[src/design/axi_mem_pkg.sv]
`default_nettype none

package axi_mem_pkg;

    // --------------------------------------------------
    // bus widths
    // --------------------------------------------------
    localparam int ADDR_W     = 32;
    localparam int DATA_W     = 32;
    localparam int STRB_W     = DATA_W / 8;
    localparam int ID_W       = 4;
    // every beat is full width, no narrow transfers
    localparam int BEAT_BYTES = 4;

    // --------------------------------------------------
    // burst and response codes
    // --------------------------------------------------
    typedef enum logic [1:0] {
        BURST_FIXED = 2'b00,
        BURST_INCR  = 2'b01,
        BURST_WRAP  = 2'b10
    } axi_burst_t;

    // only OKAY and SLVERR are ever returned
    typedef enum logic [1:0] {
        RESP_OKAY   = 2'b00,
        RESP_SLVERR = 2'b10
    } axi_resp_t;

    // --------------------------------------------------
    // AXI channel payloads, valid/ready travel beside them
    // --------------------------------------------------
    // write request, len is beats minus one
    typedef struct packed {
        logic [ID_W-1:0]   id;
        logic [ADDR_W-1:0] addr;
        logic [7:0]        len;
        axi_burst_t        burst;
    } axi_aw_t;

    // read request, same layout as aw
    typedef struct packed {
        logic [ID_W-1:0]   id;
        logic [ADDR_W-1:0] addr;
        logic [7:0]        len;
        axi_burst_t        burst;
    } axi_ar_t;

    typedef struct packed {
        logic [DATA_W-1:0] data;
        logic [STRB_W-1:0] strb;
        logic              last;
    } axi_w_t;

    typedef struct packed {
        logic [ID_W-1:0] id;
        axi_resp_t       resp;
    } axi_b_t;

    typedef struct packed {
        logic [ID_W-1:0]   id;
        logic [DATA_W-1:0] data;
        axi_resp_t         resp;
        logic              last;
    } axi_r_t;

    // --------------------------------------------------
    // engine to store access
    // --------------------------------------------------
    typedef struct packed {
        logic [ADDR_W-1:0] addr;
        logic [DATA_W-1:0] wdata;
        logic [STRB_W-1:0] strb;
        logic              we;
    } mem_req_t;

    // oor flags a word index past the memory depth
    typedef struct packed {
        logic [DATA_W-1:0] rdata;
        logic              oor;
    } mem_rsp_t;

endpackage

`default_nettype wire

[src/design/axi_burst_addr.sv]
`timescale 1ns/10ps
`default_nettype none

module axi_burst_addr
    import axi_mem_pkg::*;
#(
    parameter type req_t = axi_aw_t
) (
    input  wire               aximm,
    input  wire               arst_n,
    input  wire               load,
    input  req_t              req,
    input  wire               step,
    output logic [ADDR_W-1:0] addr
);

    localparam int OFF_W = $clog2(BEAT_BYTES);

    logic [ADDR_W-1:0] cur_addr;
    logic [7:0]        cur_len;
    axi_burst_t        cur_burst;

    logic [ADDR_W-1:0] incr_addr;
    logic [ADDR_W-1:0] wrap_mask;
    logic [ADDR_W-1:0] wrap_addr;

    // --------------------------------------------------
    // next address candidates
    // --------------------------------------------------
    assign incr_addr = cur_addr + ADDR_W'(BEAT_BYTES);

    // window is (len+1) beats, len is 1/3/7/15 so this is a power of two
    assign wrap_mask = (ADDR_W'(cur_len) << OFF_W) | ADDR_W'(BEAT_BYTES - 1);

    // upper bits stay on the window base, low bits roll over at the top
    assign wrap_addr = (cur_addr & ~wrap_mask) | (incr_addr & wrap_mask);

    always_ff @(posedge aximm or negedge arst_n) begin
        if (!arst_n) begin
            cur_addr  <= '0;
            cur_len   <= '0;
            cur_burst <= BURST_FIXED;
        end else if (load) begin
            cur_addr  <= req.addr;
            cur_len   <= req.len;
            cur_burst <= req.burst;
        end else if (step) begin
            case (cur_burst)
                BURST_INCR: cur_addr <= incr_addr;
                BURST_WRAP: cur_addr <= wrap_addr;
                // fixed and reserved codes keep the address
                default:    cur_addr <= cur_addr;
            endcase
        end
    end

    assign addr = cur_addr;

    // wrap only works on a power-of-two window of 2 to 16 beats
    wrap_len_legal: assert property (@(posedge aximm) disable iff (!arst_n)
        (load && req.burst == BURST_WRAP) |-> (req.len inside {8'd1, 8'd3, 8'd7, 8'd15}));

endmodule

`default_nettype wire

[src/design/axi_rd_engine.sv]
`timescale 1ns/10ps
`default_nettype none

module axi_rd_engine
    import axi_mem_pkg::*;
(
    input  wire      aximm,
    input  wire      arst_n,
    input  axi_ar_t  ar,
    input  wire      ar_valid,
    output logic     ar_ready,
    output axi_r_t   r,
    output logic     r_valid,
    input  wire      r_ready,
    output logic     rd_busy,
    input  wire      grant_rd,
    output logic     acc,
    output mem_req_t mem_req,
    input  mem_rsp_t mem_rsp
);

    typedef enum logic [2:0] {
        S_IDLE,
        S_ADDR,
        S_ACC,
        S_FILL,
        S_OUT
    } rd_state_t;

    rd_state_t         state;
    logic [7:0]        len_q;
    logic [7:0]        beat_cnt;
    logic [ID_W-1:0]   id_q;
    logic              load;
    logic              r_done;
    logic [ADDR_W-1:0] beat_addr;

    assign ar_ready = (state == S_ADDR);
    assign r_valid  = (state == S_OUT);
    assign acc      = (state == S_ACC);
    assign rd_busy  = (state != S_IDLE) || ar_valid;

    assign load   = ar_valid && ar_ready;
    assign r_done = r_valid && r_ready;

    // --------------------------------------------------
    // beat sequencing, three cycles per beat
    // --------------------------------------------------
    always_ff @(posedge aximm or negedge arst_n) begin
        if (!arst_n) begin
            state    <= S_IDLE;
            len_q    <= '0;
            beat_cnt <= '0;
        end else begin
            case (state)
                S_IDLE: if (ar_valid && grant_rd) state <= S_ADDR;
                S_ADDR: begin
                    len_q    <= ar.len;
                    beat_cnt <= '0;
                    state    <= S_ACC;
                end
                S_ACC:  state <= S_FILL;
                S_FILL: state <= S_OUT;
                // stalls here while r_ready is low
                S_OUT: if (r_done) begin
                    beat_cnt <= beat_cnt + 8'd1;
                    state    <= r.last ? S_IDLE : S_ACC;
                end
                default: state <= S_IDLE;
            endcase
        end
    end

    always_ff @(posedge aximm) begin
        if (load) begin
            id_q <= ar.id;
        end
    end

    // output register loads from the registered store result
    always_ff @(posedge aximm) begin
        if (state == S_FILL) begin
            r.id   <= id_q;
            r.data <= mem_rsp.oor ? '0 : mem_rsp.rdata;
            r.resp <= mem_rsp.oor ? RESP_SLVERR : RESP_OKAY;
            r.last <= (beat_cnt == len_q);
        end
    end

    // address moves on once the beat is handed over
    axi_burst_addr #(
        .req_t (axi_ar_t)
    ) u_addr (
        .aximm  (aximm),
        .arst_n (arst_n),
        .load   (load),
        .req    (ar),
        .step   (r_done),
        .addr   (beat_addr)
    );

    assign mem_req.addr  = beat_addr;
    assign mem_req.wdata = '0;
    assign mem_req.strb  = '0;
    assign mem_req.we    = 1'b0;

    // a stalled beat keeps its payload until the master takes it
    r_held: assert property (@(posedge aximm) disable iff (!arst_n)
        (r_valid && !r_ready) |=> (r_valid && $stable(r)));

endmodule

`default_nettype wire

[config.mk]
export PLATFORM = sky130hd
export DESIGN_NAME = axi_rd_engine
export DESIGN_NICKNAME = d
export VERILOG_FILES = /design/src/design/axi_mem_pkg.sv /design/src/design/axi_burst_addr.sv /design/src/design/axi_rd_engine.sv
export SDC_FILE = /design/constraint.sdc
export NUM_CORES = 1
export LEC_CHECK = 0
export BUFFER_PORTS_ARGS = -buffer_cell sky130_fd_sc_hd__buf_2
export CORE_MARGIN = 2
export CORE_UTILIZATION = 50
export CTS_BUF_LIST = sky130_fd_sc_hd__clkbuf_4
export DETAILED_ROUTE_END_ITERATION = 10
export GPL_TIMING_DRIVEN = 0
export HOLD_SLACK_MARGIN = 0.02
export PLACE_DENSITY_LB_ADDON = 0.12
export SLEW_MARGIN = 20
export SYNTH_ARGS = -nofsm -noshare
export SYNTH_HDL_FRONTEND = slang
export SYNTH_SLANG_ARGS = --single-unit
[constraint.sdc]
create_clock -name aximm -period 3.81 [get_ports aximm]
set_clock_uncertainty 0.1 [all_clocks]
set_input_delay 0.381 -clock aximm [delete_from_list [all_inputs] [get_ports aximm]]
set_output_delay 0.381 -clock aximm [all_outputs]
set_load 0.01 [all_outputs]
; ---- Word level (Yosys, flattened, before mapping)
; Index checks and enable logic that the tools add are counted.
[totals]
reg_bits = 104
input_bits = 84
output_inout_bits = 112
word_cells = 48
[op_classes]
add_sub_neg = 2
eq_ne = 9
mux = 10
bitwise = 4
n_reduce_logical = 12
[op_table]
columns = operator, n
row1 = $mux W32, 2
row2 = $pmux W32 S2, 1
row3 = $add A32 B3 Y32 const B, 1
row4 = $and A32 B10 Y32, 1
row5 = $and A32 B32 Y32, 1
row6 = $not A10 Y32, 1
row7 = $or A32 B32 Y32, 1
row8 = $pmux W8 S2, 1
row9 = $pmux W3 S5, 1
row10 = $add A8 B1 Y8 const B, 1
row11 = $eq A8 B8 Y1, 1
row12 = $mux W8, 1
row13 = $eq A3 B2 Y1 const B, 2
row14 = $mux W3, 2
row15 = $reduce_and A2 Y1, 3
row16 = $reduce_bool A3 Y1, 2
row17 = $mux W2, 2
row18 = $reduce_bool A2 Y1, 2
row19 = $eq A3 B1 Y1 const B, 1
row20 = $eq A3 B3 Y1 const B, 1
row21 = $logic_and A1 B1 Y1, 3
row22 = $logic_not A3 Y1, 1
row23 = $eq A2 B1 Y1 const B, 1
row24 = $eq A2 B2 Y1 const B, 1
row25 = other kinds (3), 3

; ---- Longest topological paths before layout
[logic_depth]
ltp_word = 6
mapped_depth = 8
mapped_depth_nobuf = 5

; ---- Cells and area by module
; Synthesis repeated with hierarchy kept, for this count alone.
[hier_totals]
cells_unflattened = 456
area_unflattened_um2 = 5154.9
[by_module_without_submodules]
columns = module, n_inst, cells_each, area_each_um2, seq_area_each_um2
row1 = axi_rd_engine, 1, 202, 2755.1, 1736.7
row2 = axi_burst_addr, 1, 254, 2399.8, 1051.0

; ---- Worst setup path after synthesis
; Ideal clock, no wire load.
[synth_path]
kind = register -> register
startpoint = register state[2]
endpoint = register r[0] (netlist bit) (enable)
setup_time_ns = 0.435
arrival_ns = 2.145
required_ns = 3.275
path_slack_ns = 1.130
stages_incl_launch_ff = 3
n_path_buf = 1
period_less_slack_ns = 2.680
cell_sequence = dfrtp_1 -> buf_2 -> nor2_1
[synth_between]
elab_chain_cells = 1
[synth_rtl]
columns = item, line
row1 = "start, declared", axi_rd_engine.sv:30  ; rd_state_t state;
row2 = "start signal, assigned", axi_rd_engine.sv:67  ; state <= r.last ? S_IDLE : S_ACC;
row3 = $eq A3 B2 Y1, axi_rd_engine.sv:82  ; if (state == S_FILL) begin
row4 = "end, declared", axi_rd_engine.sv:12  ; output axi_r_t r,
; Every way passes these cells.
; A chain may end at the register's enable or synchronous reset.

; ---- Final worst setup path
[layout_path]
startpoint = register state[2]
endpoint = output port ar_ready
[layout_between]
elab_chain_cells = 1
[layout_rtl]
columns = item, line
row1 = $eq A3 B1 Y1, axi_rd_engine.sv:38  ; assign ar_ready = (state == S_ADDR);
row2 = "end, declared", axi_rd_engine.sv:11  ; output logic ar_ready,
; Every way passes these cells.

==> impl_summary.log <==
[metrics] unrepaired setup endpoints after global routing: false
[metrics] average detailed-routed wire length per instance: roughly 15 µm
[metrics] critical path fanouts, max: 10
[metrics] Data arrival, critical path: ~2.1 ns
[metrics] startpoint of the lowest-slack hold path: ar[4]
[metrics] area leader, netlist: sky130_fd_sc_hd__dfrtp_1
[metrics] first-pass GRT wire length: 20.3 mm
[metrics] post-cts sizing count: 0
[metrics] maximum number of pins on one net before global-route repair: 54
[metrics] Cell Count, Final, Fillers Out: 872
[metrics] Die Width: 107 µm
[metrics] number of top-level pins: 196
[metrics] final RePlAce weighted congestion: 0.902
[metrics] vias per inst: roughly 5.2
[metrics] site row count: 37
[metrics] number of buffers added by the clock tree synthesis step: 9
[metrics] P_leak: roughly 3.1 nW
[metrics] die area: 0.0114 mm²
[metrics] Filler Cells Inserted: 890
[metrics] reported max-cap violation count: 0
[metrics] final non-filler cell area: 0.00668 mm²
[metrics] nature of the critical path startpoint: register
[metrics] final-stage net count: 816
[metrics] area share of the largest cell type after synthesis: 0.290
[metrics] post-route setup slack: 1.19 ns
[metrics] FF/Latch Area: 0.00279 mm²
[metrics] setup_tns: 0 ns
[metrics] area of the multi-input gates: between 0.002 and 0.0025 mm²
[metrics] htree depth: 3
[metrics] worst skew pair latency: around 0.45 ns
[metrics] WS Path Type: reg -> out
[metrics] ratio of cells with drive above 1 in the final layout: 0.322
[metrics] max_slew headroom: 0.603
[metrics] sequential area share after synthesis: 0.530
[metrics] mean area per synthesized cell: 10.3 µm²
[metrics] clk slew on worst S/H paths: approximately 0.16 ns
[metrics] count of final max-slew check failures: 0
[metrics] count of flip-flops with a built-in enable after synthesis: 42
[metrics] remaining design rule violation count: 0
[metrics] initial detailed-routing violation count: 313
[metrics] power density over the cells: 601 mW/mm²
[metrics] final worst-path cycle share: 0.688
[metrics] commonest cells in the synthesized netlist: sky130_fd_sc_hd__nand2_1, sky130_fd_sc_hd__dfrtp_1, sky130_fd_sc_hd__edfxtp_1
[metrics] number of warnings printed during yosys synthesis: 0
[metrics] antenna violations before repair: 1
[metrics] Mapped Area: 0.00526 mm²
[metrics] TritonCTS clock tree: built
[metrics] area inside the core boundary: 0.0103 mm²
[metrics] remaining antenna violation count after routing: 0
[metrics] count of final hold-check violations: 0
[metrics] launch point of the critical path: state[2]
[metrics] worst path required time: 3.33 ns
[metrics] biggest area contributors in the synthesized netlist: sky130_fd_sc_hd__dfrtp_1, sky130_fd_sc_hd__edfxtp_1, sky130_fd_sc_hd__nand2_1
[metrics] post-place instance area: 0.00642 mm²
[metrics] reg2reg start: state[2]
[metrics] Final HPWL DP: 9.63 mm
[metrics] Sink Count: between 100 and 150
[metrics] # setup viols final: 0
[metrics] Util after Layout: 0.650
[metrics] transition at the pin with the smallest max-transition slack: 0.591 ns
[metrics] number of port buffers: 157
[metrics] Setup Fix Bufs, Post-CTS: 0
[metrics] Layout area overhead: 27.1%
[metrics] most frequent cell after synthesis: sky130_fd_sc_hd__nand2_1
[metrics] Max clock buf depth: 2
[metrics] Initial Util: 0.512
[metrics] final period demand of the worst path: 2.62 ns
[metrics] prevailing post-synth register cell: sky130_fd_sc_hd__dfrtp_1
[metrics] Cell Count Post-Placement: 841
[metrics] number of synthesized register bits: 103
[metrics] run status: finished, final reports clean
[metrics] worst IR drop on VDD: 0.343 mV
[metrics] post-synthesis async set-or-reset flop share: 0.592
[metrics] root buffer cell: sky130_fd_sc_hd__clkbuf_4
[metrics] detailed-router iteration count before antenna repair: 4
[metrics] post-synthesis cell type count: 58
[metrics] vias: 4,530
[metrics] category of the worst setup path capture point: output pin
[metrics] cell count after synthesis: about 510
[metrics] Die Y-Extent: 107 µm
[metrics] Total Wirelength: 12.9 mm
[metrics] overflow left after global routing: 0
[metrics] via count of the first global-routing pass: 4,212
[metrics] total routing usage reported by global routing: 0.226
[metrics] type of the most critical hold path: in -> reg
[metrics] pre-CTS setup slack: 1.55 ns
[metrics] f_max: between 300 and 400 MHz
[critical path: stages, from the launching register on]
cell                       delay (ns)
sky130_fd_sc_hd__dfrtp_1         0.38
sky130_fd_sc_hd__buf_2           0.18
sky130_fd_sc_hd__or3b_2          0.52
sky130_fd_sc_hd__clkinv_1        0.18
sky130_fd_sc_hd__buf_2           0.26
sky130_fd_sc_hd__buf_2           0.17
[final timing paths]
kind / to / depth (start not counted) / slack [ns]
worst max-delay path: ar_ready / 5 / 1.19
worst min-delay path: len_q[2] / 3 / 0.04
worst max register to register: u_addr.addr[27] / 8 / 1.54
worst min register to register: r[37] / 0 / 0.34
max in group asynchronous: asynchronous set/reset pin / 3 / 2.93
min in group asynchronous: u_addr.addr[25] / 2 / 0.17
[sequential cells by signal, summed over array words and instances, names as in the netlist, named ones only]
signal            flops
beat_cnt              8
id_q                  4
len_q                 8
r                    38
state                 3
u_addr.addr          25
u_addr.cur_burst      2
u_addr.cur_len        8
[stage by stage]
step,total power [W],hold slack [ns]
2_1_floorplan,0.00287,-0.0146
3_5_place_dp,0.00349,0.122
3_3_place_gp,0.00342,0.301
4_1_cts,0.00402,0.0288
5_1_grt,0.00431,0.0276
6_report,0.00402,0.0373
[placed cells by master (no fill, tap or decap), drive strengths merged, types with 3 or more instances in the layout]
cell,count
a21o,3
a21oi,15
a22oi,10
and2,3
and3,3
and4,8
buf,214
clkbuf,18
clkinv,6
conb,38
dfrtp,61
dlygate4sd3,14
edfxtp,42
inv,8
mux2i,3
nand2,96
nand2b,3
nand3,21
nand4,16
nor2,21
nor2b,34
nor4,4
o211ai,11
o22ai,3
o311ai,13
or3,3
or4,11
xnor2,13
xor2,5
[power by group]
group          internal [W]  switching, W  total, W
clock              0.000149      0.000378  0.000526
sequential          0.00152      0.000314   0.00184
combinational      0.000705      0.000950   0.00166
[repair_timing]
| action | in CTS | in global routing |
|---|---|---|
| setup endpoints to repair | 0 | 0 |
| endpoints found under the hold margin | 75 | 0 |
| hold buffers | 14 | 0 |
[layout make-up]
cell class / instances / share of cell area
Buffer: 63 / 0.0633
Multi-Input combinational cell: 372 / 0.324
Inverter: 8 / 0.00449
Timing Repair Buffer: 173 / 0.147
Antenna cell: 1 / 0.000374
Tap cell: 136 / 0.0255
Sequential cell: 103 / 0.417
Clock buffer: 10 / 0.0112
Clock inverter: 6 / 0.00693
[cells by family after synthesis]
group,share of synthesized area
XOR/XNOR,0.0300
multiplexers,0.00785
other,0.000713
buffers and inverters,0.0861
AND/OR/NAND/NOR,0.235
AO/OA/AOI/OAI,0.105
adder cells (fa/ha/maj),0.00476
flip-flops,0.530
[routing by layer]
layer | global-route usage | share of wire | vias to the layer above
met3 | 0.0380 | 0.072 | 10
met1 | 0.304 | 0.43 | 2146
met5 | 0 | 0 | -
met2 | 0.381 | 0.49 | 178
met4 | 0.0640 | 0.011 | 0
li1 | - | - | 2196
(Power assumes the default switching activity.)
