==> config.mk <==
export PLATFORM = sky130hd
export DESIGN_NAME = axi_wr_engine
export DESIGN_NICKNAME = d
export VERILOG_FILES = /design/src/design/axi_mem_pkg.sv /design/src/design/axi_burst_addr.sv /design/src/design/axi_wr_engine.sv
export SDC_FILE = /design/constraint.sdc
export NUM_CORES = 1
export LEC_CHECK = 0
export ABC_AREA = 1
export BUFFER_PORTS_ARGS = -buffer_cell sky130_fd_sc_hd__buf_4
export CAP_MARGIN = 20
export CELL_PAD_IN_SITES_DETAIL_PLACEMENT = 1
export CELL_PAD_IN_SITES_GLOBAL_PLACEMENT = 2
export CORE_MARGIN = 4
export CORE_UTILIZATION = 24
export DETAILED_ROUTE_END_ITERATION = 6
export PLACE_DENSITY = 0.83
export SLEW_MARGIN = 20
export SYNTH_ARGS = -nofsm -noshare
export SYNTH_HDL_FRONTEND = slang
export SYNTH_SLANG_ARGS = --single-unit
==> constraint.sdc <==
create_clock -name aximm -period 3.48 [get_ports aximm]
set_input_delay 0.174 -clock aximm [delete_from_list [all_inputs] [get_ports aximm]]
set_output_delay 0.174 -clock aximm [all_outputs]
set_load 0.01 [all_outputs]
==> src/design/axi_mem_pkg.sv <==
`default_nettype none

package axi_mem_pkg;

    // --------------------------------------------------
    // bus widths
    // --------------------------------------------------
    localparam int ADDR_W     = 32;
    localparam int DATA_W     = 32;
    localparam int STRB_W     = DATA_W / 8;
    localparam int ID_W       = 4;
    // every beat is full width, no narrow transfers
    localparam int BEAT_BYTES = 4;

    // --------------------------------------------------
    // burst and response codes
    // --------------------------------------------------
    typedef enum logic [1:0] {
        BURST_FIXED = 2'b00,
        BURST_INCR  = 2'b01,
        BURST_WRAP  = 2'b10
    } axi_burst_t;

    // only OKAY and SLVERR are ever returned
    typedef enum logic [1:0] {
        RESP_OKAY   = 2'b00,
        RESP_SLVERR = 2'b10
    } axi_resp_t;

    // --------------------------------------------------
    // AXI channel payloads, valid/ready travel beside them
    // --------------------------------------------------
    // write request, len is beats minus one
    typedef struct packed {
        logic [ID_W-1:0]   id;
        logic [ADDR_W-1:0] addr;
        logic [7:0]        len;
        axi_burst_t        burst;
    } axi_aw_t;

    // read request, same layout as aw
    typedef struct packed {
        logic [ID_W-1:0]   id;
        logic [ADDR_W-1:0] addr;
        logic [7:0]        len;
        axi_burst_t        burst;
    } axi_ar_t;

    typedef struct packed {
        logic [DATA_W-1:0] data;
        logic [STRB_W-1:0] strb;
        logic              last;
    } axi_w_t;

    typedef struct packed {
        logic [ID_W-1:0] id;
        axi_resp_t       resp;
    } axi_b_t;

    typedef struct packed {
        logic [ID_W-1:0]   id;
        logic [DATA_W-1:0] data;
        axi_resp_t         resp;
        logic              last;
    } axi_r_t;

    // --------------------------------------------------
    // engine to store access
    // --------------------------------------------------
    typedef struct packed {
        logic [ADDR_W-1:0] addr;
        logic [DATA_W-1:0] wdata;
        logic [STRB_W-1:0] strb;
        logic              we;
    } mem_req_t;

    // oor flags a word index past the memory depth
    typedef struct packed {
        logic [DATA_W-1:0] rdata;
        logic              oor;
    } mem_rsp_t;

endpackage

`default_nettype wire

==> src/design/axi_burst_addr.sv <==
`timescale 1ns/10ps
`default_nettype none

module axi_burst_addr
    import axi_mem_pkg::*;
#(
    parameter type req_t = axi_aw_t
) (
    input  wire               aximm,
    input  wire               arst_n,
    input  wire               load,
    input  req_t              req,
    input  wire               step,
    output logic [ADDR_W-1:0] addr
);

    localparam int OFF_W = $clog2(BEAT_BYTES);

    logic [ADDR_W-1:0] cur_addr;
    logic [7:0]        cur_len;
    axi_burst_t        cur_burst;

    logic [ADDR_W-1:0] incr_addr;
    logic [ADDR_W-1:0] wrap_mask;
    logic [ADDR_W-1:0] wrap_addr;

    // --------------------------------------------------
    // next address candidates
    // --------------------------------------------------
    assign incr_addr = cur_addr + ADDR_W'(BEAT_BYTES);

    // window is (len+1) beats, len is 1/3/7/15 so this is a power of two
    assign wrap_mask = (ADDR_W'(cur_len) << OFF_W) | ADDR_W'(BEAT_BYTES - 1);

    // upper bits stay on the window base, low bits roll over at the top
    assign wrap_addr = (cur_addr & ~wrap_mask) | (incr_addr & wrap_mask);

    always_ff @(posedge aximm or negedge arst_n) begin
        if (!arst_n) begin
            cur_addr  <= '0;
            cur_len   <= '0;
            cur_burst <= BURST_FIXED;
        end else if (load) begin
            cur_addr  <= req.addr;
            cur_len   <= req.len;
            cur_burst <= req.burst;
        end else if (step) begin
            case (cur_burst)
                BURST_INCR: cur_addr <= incr_addr;
                BURST_WRAP: cur_addr <= wrap_addr;
                // fixed and reserved codes keep the address
                default:    cur_addr <= cur_addr;
            endcase
        end
    end

    assign addr = cur_addr;

    // wrap only works on a power-of-two window of 2 to 16 beats
    wrap_len_legal: assert property (@(posedge aximm) disable iff (!arst_n)
        (load && req.burst == BURST_WRAP) |-> (req.len inside {8'd1, 8'd3, 8'd7, 8'd15}));

endmodule

`default_nettype wire

==> src/design/axi_wr_engine.sv <==
`timescale 1ns/10ps
`default_nettype none

module axi_wr_engine
    import axi_mem_pkg::*;
(
    input  wire      aximm,
    input  wire      arst_n,
    input  axi_aw_t  aw,
    input  wire      aw_valid,
    output logic     aw_ready,
    input  axi_w_t   w,
    input  wire      w_valid,
    output logic     w_ready,
    output axi_b_t   b,
    output logic     b_valid,
    input  wire      b_ready,
    output logic     wr_busy,
    input  wire      grant_wr,
    output logic     acc,
    output mem_req_t mem_req,
    input  mem_rsp_t mem_rsp
);

    typedef enum logic [1:0] {
        S_IDLE,
        S_ADDR,
        S_DATA,
        S_RESP
    } wr_state_t;

    wr_state_t       state;
    logic [ID_W-1:0] id_q;
    logic            err_q;
    logic            acc_q;
    logic            load;
    logic            beat_oor;
    logic [ADDR_W-1:0] beat_addr;

    // --------------------------------------------------
    // handshakes follow the state directly
    // --------------------------------------------------
    assign aw_ready = (state == S_ADDR);
    assign w_ready  = (state == S_DATA);
    assign b_valid  = (state == S_RESP);

    // busy as soon as a request shows up, until B is taken
    assign wr_busy = (state != S_IDLE) || aw_valid;

    assign load = aw_valid && aw_ready;
    assign acc  = w_valid && w_ready;

    // store answers one cycle after each access
    assign beat_oor = acc_q && mem_rsp.oor;

    always_ff @(posedge aximm or negedge arst_n) begin
        if (!arst_n) begin
            state <= S_IDLE;
            acc_q <= 1'b0;
            err_q <= 1'b0;
        end else begin
            acc_q <= acc;
            case (state)
                S_IDLE: if (aw_valid && grant_wr) state <= S_ADDR;
                S_ADDR: state <= S_DATA;
                S_DATA: if (acc && w.last) state <= S_RESP;
                S_RESP: if (b_ready) state <= S_IDLE;
                default: state <= S_IDLE;
            endcase
            // sticky over the whole burst, cleared on a new request
            if (load) begin
                err_q <= 1'b0;
            end else if (beat_oor) begin
                err_q <= 1'b1;
            end
        end
    end

    // id captured with the accepted request
    always_ff @(posedge aximm) begin
        if (load) begin
            id_q <= aw.id;
        end
    end

    axi_burst_addr #(
        .req_t (axi_aw_t)
    ) u_addr (
        .aximm  (aximm),
        .arst_n (arst_n),
        .load   (load),
        .req    (aw),
        .step   (acc),
        .addr   (beat_addr)
    );

    // --------------------------------------------------
    // store access and B payload
    // --------------------------------------------------
    assign mem_req.addr  = beat_addr;
    assign mem_req.wdata = w.data;
    assign mem_req.strb  = w.strb;
    assign mem_req.we    = 1'b1;

    // last beat's flag lands in the first B cycle, err_q covers the rest
    assign b.id   = id_q;
    assign b.resp = (err_q || beat_oor) ? RESP_SLVERR : RESP_OKAY;

    // request must not change while the master waits on aw_ready
    aw_held: assert property (@(posedge aximm) disable iff (!arst_n)
        (aw_valid && !aw_ready) |=> (aw_valid && $stable(aw)));

endmodule

`default_nettype wire

==> Yosys cells after proc, flatten, opt, wreduce, memory -nomap -nowiden <==
Index checks and enable logic that the tools add are counted.
W data, S select, Z words.
{ "op_classes": {"add_sub_neg": 1, "eq_ne": 8, "muxes": 10, "bitwise_logic": 4, "n_reduce_logical": 14} }
{ "ops": {"columns": ["operator", "n"], "rows": [
  ["$mux W32", 2],
  ["$pmux W32 S2", 1],
  ["$add A32 B3 Y32 const B", 1],
  ["$and A32 B10 Y32", 1],
  ["$and A32 B32 Y32", 1],
  ["$not A10 Y32", 1],
  ["$or A32 B32 Y32", 1],
  ["$mux W2", 4],
  ["$pmux W2 S4", 1],
  ["$eq A2 B2 Y1 const B", 3],
  ["$reduce_bool A2 Y1", 3],
  ["$logic_and A1 B1 Y1", 5],
  ["$eq A2 B1 Y1 const B", 2],
  ["$ne A2 B1 Y1 const B", 2],
  ["$reduce_and A3 Y1", 1],
  ["$reduce_bool A3 Y1", 1],
  ["$logic_not A2 Y1", 1],
  ["$logic_or A1 B1 Y1", 2],
  ["$mux W1", 2],
  ["$ne A2 B2 Y1 const B", 1],
  ["$reduce_and A2 Y1", 1]
]} }
{ "word_totals": {"ff_bits": 50, "output_inout_bits": 80, "wordCells": 44} }

==> Longest topological paths before layout <==
{ "depth": {"ltp_word": 6, "ltp_mapped": 10, "ltp_nobuf": 10} }

==> By module <==
Synthesis repeated with hierarchy kept, for this count alone.
{ "unflattened": {"hier_cells": 516, "hier_area_um2": 3542.1} }
{ "modules_own_cells": {"columns": ["module", "instances", "cells_per_inst", "area_per_inst_um2"], "rows": [
  ["axi_burst_addr", 1, 436, 2842.7],
  ["axi_wr_engine", 1, 80, 699.4]
]} }

==> Worst setup path after synthesis <==
Ideal clock, no wire load.
{ "synth_timing": {"path_type": "reg-to-reg", "from": "register state[1]", "to": "register u_addr.cur_addr[15], in the netlist u_addr.addr[15]", "setup_ns": 0.131, "arrival_ns": 1.470, "required_ns": 3.349, "path_slack_ns": 1.878, "path_stages_with_launch": 11, "path_buffers": 1, "synth_period_minus_slack_ns": 1.602, "cell_sequence": "dfrtp_1 -> inv_1 -> ha_1 -> nand2_4 -> inv_2 -> nor2_8 -> inv_2 -> buf_4 -> nor2_1 -> a22oi_1 -> o21ai_1"} }
{ "synth_between": {"elab_chain_len": 4} }
{ "synth_rtl": {"columns": ["element", "line_no", "text"], "rows": [
  ["start: declaration", "axi_wr_engine.sv:32", "wr_state_t state;"],
  ["start signal: assignment", "axi_wr_engine.sv:58", "state <= S_IDLE;"],
  ["start signal: assignment", "axi_wr_engine.sv:64", "S_IDLE: if (aw_valid && grant_wr) state <= S_ADDR;"],
  ["start signal: assignment", "axi_wr_engine.sv:65", "S_ADDR: state <= S_DATA;"],
  ["$eq A2 B1 Y1 (*)", "axi_wr_engine.sv:43", "assign aw_ready = (state == S_ADDR);"],
  ["net aw_ready", "axi_wr_engine.sv:11", "output logic aw_ready,"],
  ["$logic_and A1 B1 Y1 (*)", "axi_wr_engine.sv:50", "assign load = aw_valid && aw_ready;"],
  ["$reduce_bool A3 Y1 (no line) or $reduce_bool A2 Y1 (tied branches)", null, null],
  ["$reduce_and A2 Y1 (no line)", null, null],
  ["end signal: assignment", "axi_burst_addr.sv:49", "BURST_INCR: cur_addr <= incr_addr;"],
  ["end signal: assignment", "axi_burst_addr.sv:50", "BURST_WRAP: cur_addr <= wrap_addr;"],
  ["end signal: assignment", "axi_burst_addr.sv:52", "default: cur_addr <= cur_addr;"],
  ["end: declaration", "axi_burst_addr.sv:19", "logic [ADDR_W-1:0] cur_addr;"]
]} }
Mark *: on every way through the listed nets, which the timed path passes. The rest lies on a longest branch.
A chain may end at the register's enable or synchronous reset.

==> Worst setup path in the final report <==
{ "layout_timing": {"from": "register state[1]", "to": "register u_addr.cur_addr[15], in the netlist u_addr.addr[15]"} }
{ "layout_between": {"elab_chain_len": 4} }
{ "layout_rtl": {"columns": ["element", "line_no"], "rows": [
  ["$eq A2 B1 Y1 or $eq A2 B2 Y1 (tied branches)", "axi_wr_engine.sv:43, axi_wr_engine.sv:44"],
  ["$logic_and A1 B1 Y1, on equally long branches", "axi_wr_engine.sv:50, axi_wr_engine.sv:51"],
  ["$reduce_bool A3 Y1 (no line) or $reduce_bool A2 Y1 (tied branches)", null],
  ["$reduce_and A2 Y1 (no line)", null]
]} }
Several ways; a longest one is shown, not always the timed one.

==> summary.txt <==
Floorplanning
  • Starting Density: 0.249
  • Die height: 129 um
  • Die width: 129 um
  • CORE AREA: 14100 um2
  • Row count: 43
  • IO Count: about 200
  • Die area: around 17000 um2

Pwr
  • Lkg Pwr: around 2.1 nW
  • PwrDens: approximately 800 nW/um2
  • Final total power: 3.46 mW
  • Max IR drop VDD: around 0.24 mV

Clock network
  • Clock Sinks: 50
  • CTS resizes: 0
  • CTS Root Cell: clkbuf_16
  • # hold bufs at CTS: 1
  • Clk Latency, worst-skew pair: about 300 ps
  • H-tree Lvls: 2
  • Setup Buffers After CTS: 0
  • CTS Buf Count: 5
  • CTS max path bufs: 2
  • CTS tree: built
  • Clk slew on worst S/H paths: around 80 ps

STA
  • Clock Skew: ~9.7 ps
  • Worst Max-Slew Pin Slew: 648 ps
  • Final Hold Fails: 0
  • Setup-failing EPs final: 0
  • Part of the cycle the worst path needs: 0.664
  • Setup TNS: 0 ps
  • Pins Over Slew Limit: 0
  • RSZ-0062 raised after global routing: no
  • Post-route minimum period: between 2000 and 2500 ps
  • Achievable clock frequency: 433 MHz
  • Setup ws final: ~1200 ps
  • Worst hold margin: about 47 ps
  • Slew headroom: 0.568

Global routing
  • Initial antenna violation count: 0
  • Overall routing resource usage: 0.135
  • Total gr overflow: 0
  • Vias in the first global route: approximately 3.5k
  • First-pass GRT wire length: about 18000 um
  • Largest net degree at the start of global routing: 47

Yosys
  • Post-Syn Area: roughly 3500 um2
  • Complex-gate fraction of the synthesized area: 0.135
  • Xor and xnor area share after synthesis: 0.0150
  • Mapped Cells: 478
  • Post-Synth Simple-Gate Area: 0.323
  • Avg Inst Size Synth: 7.33 um2
  • #FFs+latches synth: 50
  • Mux contribution to synthesized area: 0.00286
  • Mapped Nets: 605
  • Synth cell types: 35
  • Post-synthesis adder-cell area fraction: 0.0178
  • Largest family of logic cells by synthesized area: simple AND/OR/NAND/NOR gates
  • Sequential fraction of the synthesis area: 0.363
  • Synth warn: 0

Route
  • DRT antenna net count: 0
  • DRC Markers: 0
  • Routed WL: ~11000 um
  • Routed len/inst: about 15 um
  • Pre-antenna DRT Iters: 4
  • First DRT Iteration DRCs: between 100 and 150
  • Vias/cell: between 4 and 5
  • DR vias: 3252

Layout
  • Final instance area: 4290 um2
  • Commonest non-fill, non-tap cells in the layout: 113 x nand2_1, 96 x buf_4, 70 x nor2_1, 46 x dfrtp_1, 33 x a21oi_1
  • Share of layout cells above drive strength 1: 0.281
  • Most common cell after layout, fill and taps aside: nand2_1
  • Layout Cells excl Fill: a little over 700
  • Diodes inserted: 0
  • Final Util: 0.304
  • Area added between synthesis and finish: 22.3%
  • Nets: 660

Placed design
  • Gpl congestion: around 0.80
  • Dpl ws: roughly 1100 ps
  • Port buffer count: 95
  • Placed Area: slightly above 4000 um2
  • Dpl cells: around 710
  • Detail Placement HPWL: between 8000 and 9000 um

Setup path
  • FF-to-FF End: u_addr.addr[15]$_DFFE_PN0P_
  • Worst-path fanout max: 28
  • Required time of the critical path: ~3600 ps
  • Setup CP Type: reg -> reg
  • Reg2Reg Setup Slack: around 1200 ps
  • RR Startpoint: state[1]$_DFFE_PN0P_
  • Path depth of the worst reg2reg path: 9
  • CP startpoint kind: flip-flop
  • Worst setup EP type: flip-flop
  • Worst Path Arrival: 2470 ps

Min path
  • Hold WC Path Type: in -> reg
  • Min-delay src: aw[44]
  • Worst hold path depth: 1
  • Hold EP: id_q[2]$_DFFE_PP_

Job
  • Max-cap violation count: 0

Outcome
  • Outcome: finished, final reports clean
## layout make-up
class                   instances  area (um2)
multi-input cells             340        1740
inverters                      39         149
repair buffers                 97         731
fillers                      1750        9810
well taps                     180         225
flip-flops and latches         50        1270
clock inverters                 3        47.5
clock buffers                   5         125
## cells by family after synthesis
logic type	count (synthesis)
XOR/XNOR	6
multiplexers	1
adder cells (fa/ha/maj)	5
flip-flops	50
AND/OR/NAND/NOR	243
AO/OA/AOI/OAI	83
buffers and inverters	88
other	2
## where the power goes
| group | total [mW] | switching (mW) | internal, mW |
|---|---|---|---|
| clock | 0.596 | 0.252 | 0.344 |
| sequential | 1.14 | 0.304 | 0.840 |
| combinational | 1.71 | 1.01 | 0.701 |
| total | 3.46 | 1.57 | 1.89 |
## routing by layer
| metal | global-route usage | share of wire | routed length (um) |
|---|---|---|---|
| met4 | 0.0383 | 0.016 | 172 |
| met1 | 0.160 | 0.42 | 4540 |
| met2 | 0.238 | 0.50 | 5420 |
| met3 | 0.0386 | 0.071 | 780 |
| met5 | 0 | 0 | 0 |
## how the worst max path moves through the flow
stage	end	cells after the start	from	slack, ps
floorplan	u_addr.addr[15]$_DFFE_PN0P_	10	state[1]$_DFFE_PN0P_	1880
global placement	flip-flop	10	state[1]$_DFFE_PN0P_	1170
detailed placement	u_addr.addr[15]$_DFFE_PN0P_	9	state[1]$_DFFE_PN0P_	1110
CTS	u_addr.addr[15]$_DFFE_PN0P_	9	state[1]$_DFFE_PN0P_	1100
global route	u_addr.addr[15]$_DFFE_PN0P_	9	state[1]$_DFFE_PN0P_	890
finish	u_addr.addr[15]$_DFFE_PN0P_	9	state[1]$_DFFE_PN0P_	1170
## synth_stat cells, drive strengths merged
master	count	share of area
a21o	1	0.0021
a22oi	8	0.017
nand2	125	0.15
xnor2	1	0.0025
a21oi	39	0.062
o211ai	1	0.0021
o21bai	1	0.0021
dfrtp	46	0.33
edfxtp	4	0.034
buf	44	0.094
nand3	28	0.043
mux2i	1	0.0029
clkbuf	5	0.0054
and2	3	0.0054
nor2	86	0.13
ha	5	0.018
a31oi	2	0.0036
conb	2	0.0021
inv	39	0.042
xor2	5	0.012
nor3	1	0.0014
o21ai	31	0.045
## worst max-delay path: stages, from the launching register on
cell     delay [ps]
dfrtp_1         410
inv_1           110
ha_1            220
nand2_4         210
nand2_2         150
nand2_2         350
inv_2           420
o21ai_0         150
nand2_1          80
o21ai_1          70
(Power assumes the default switching activity.)
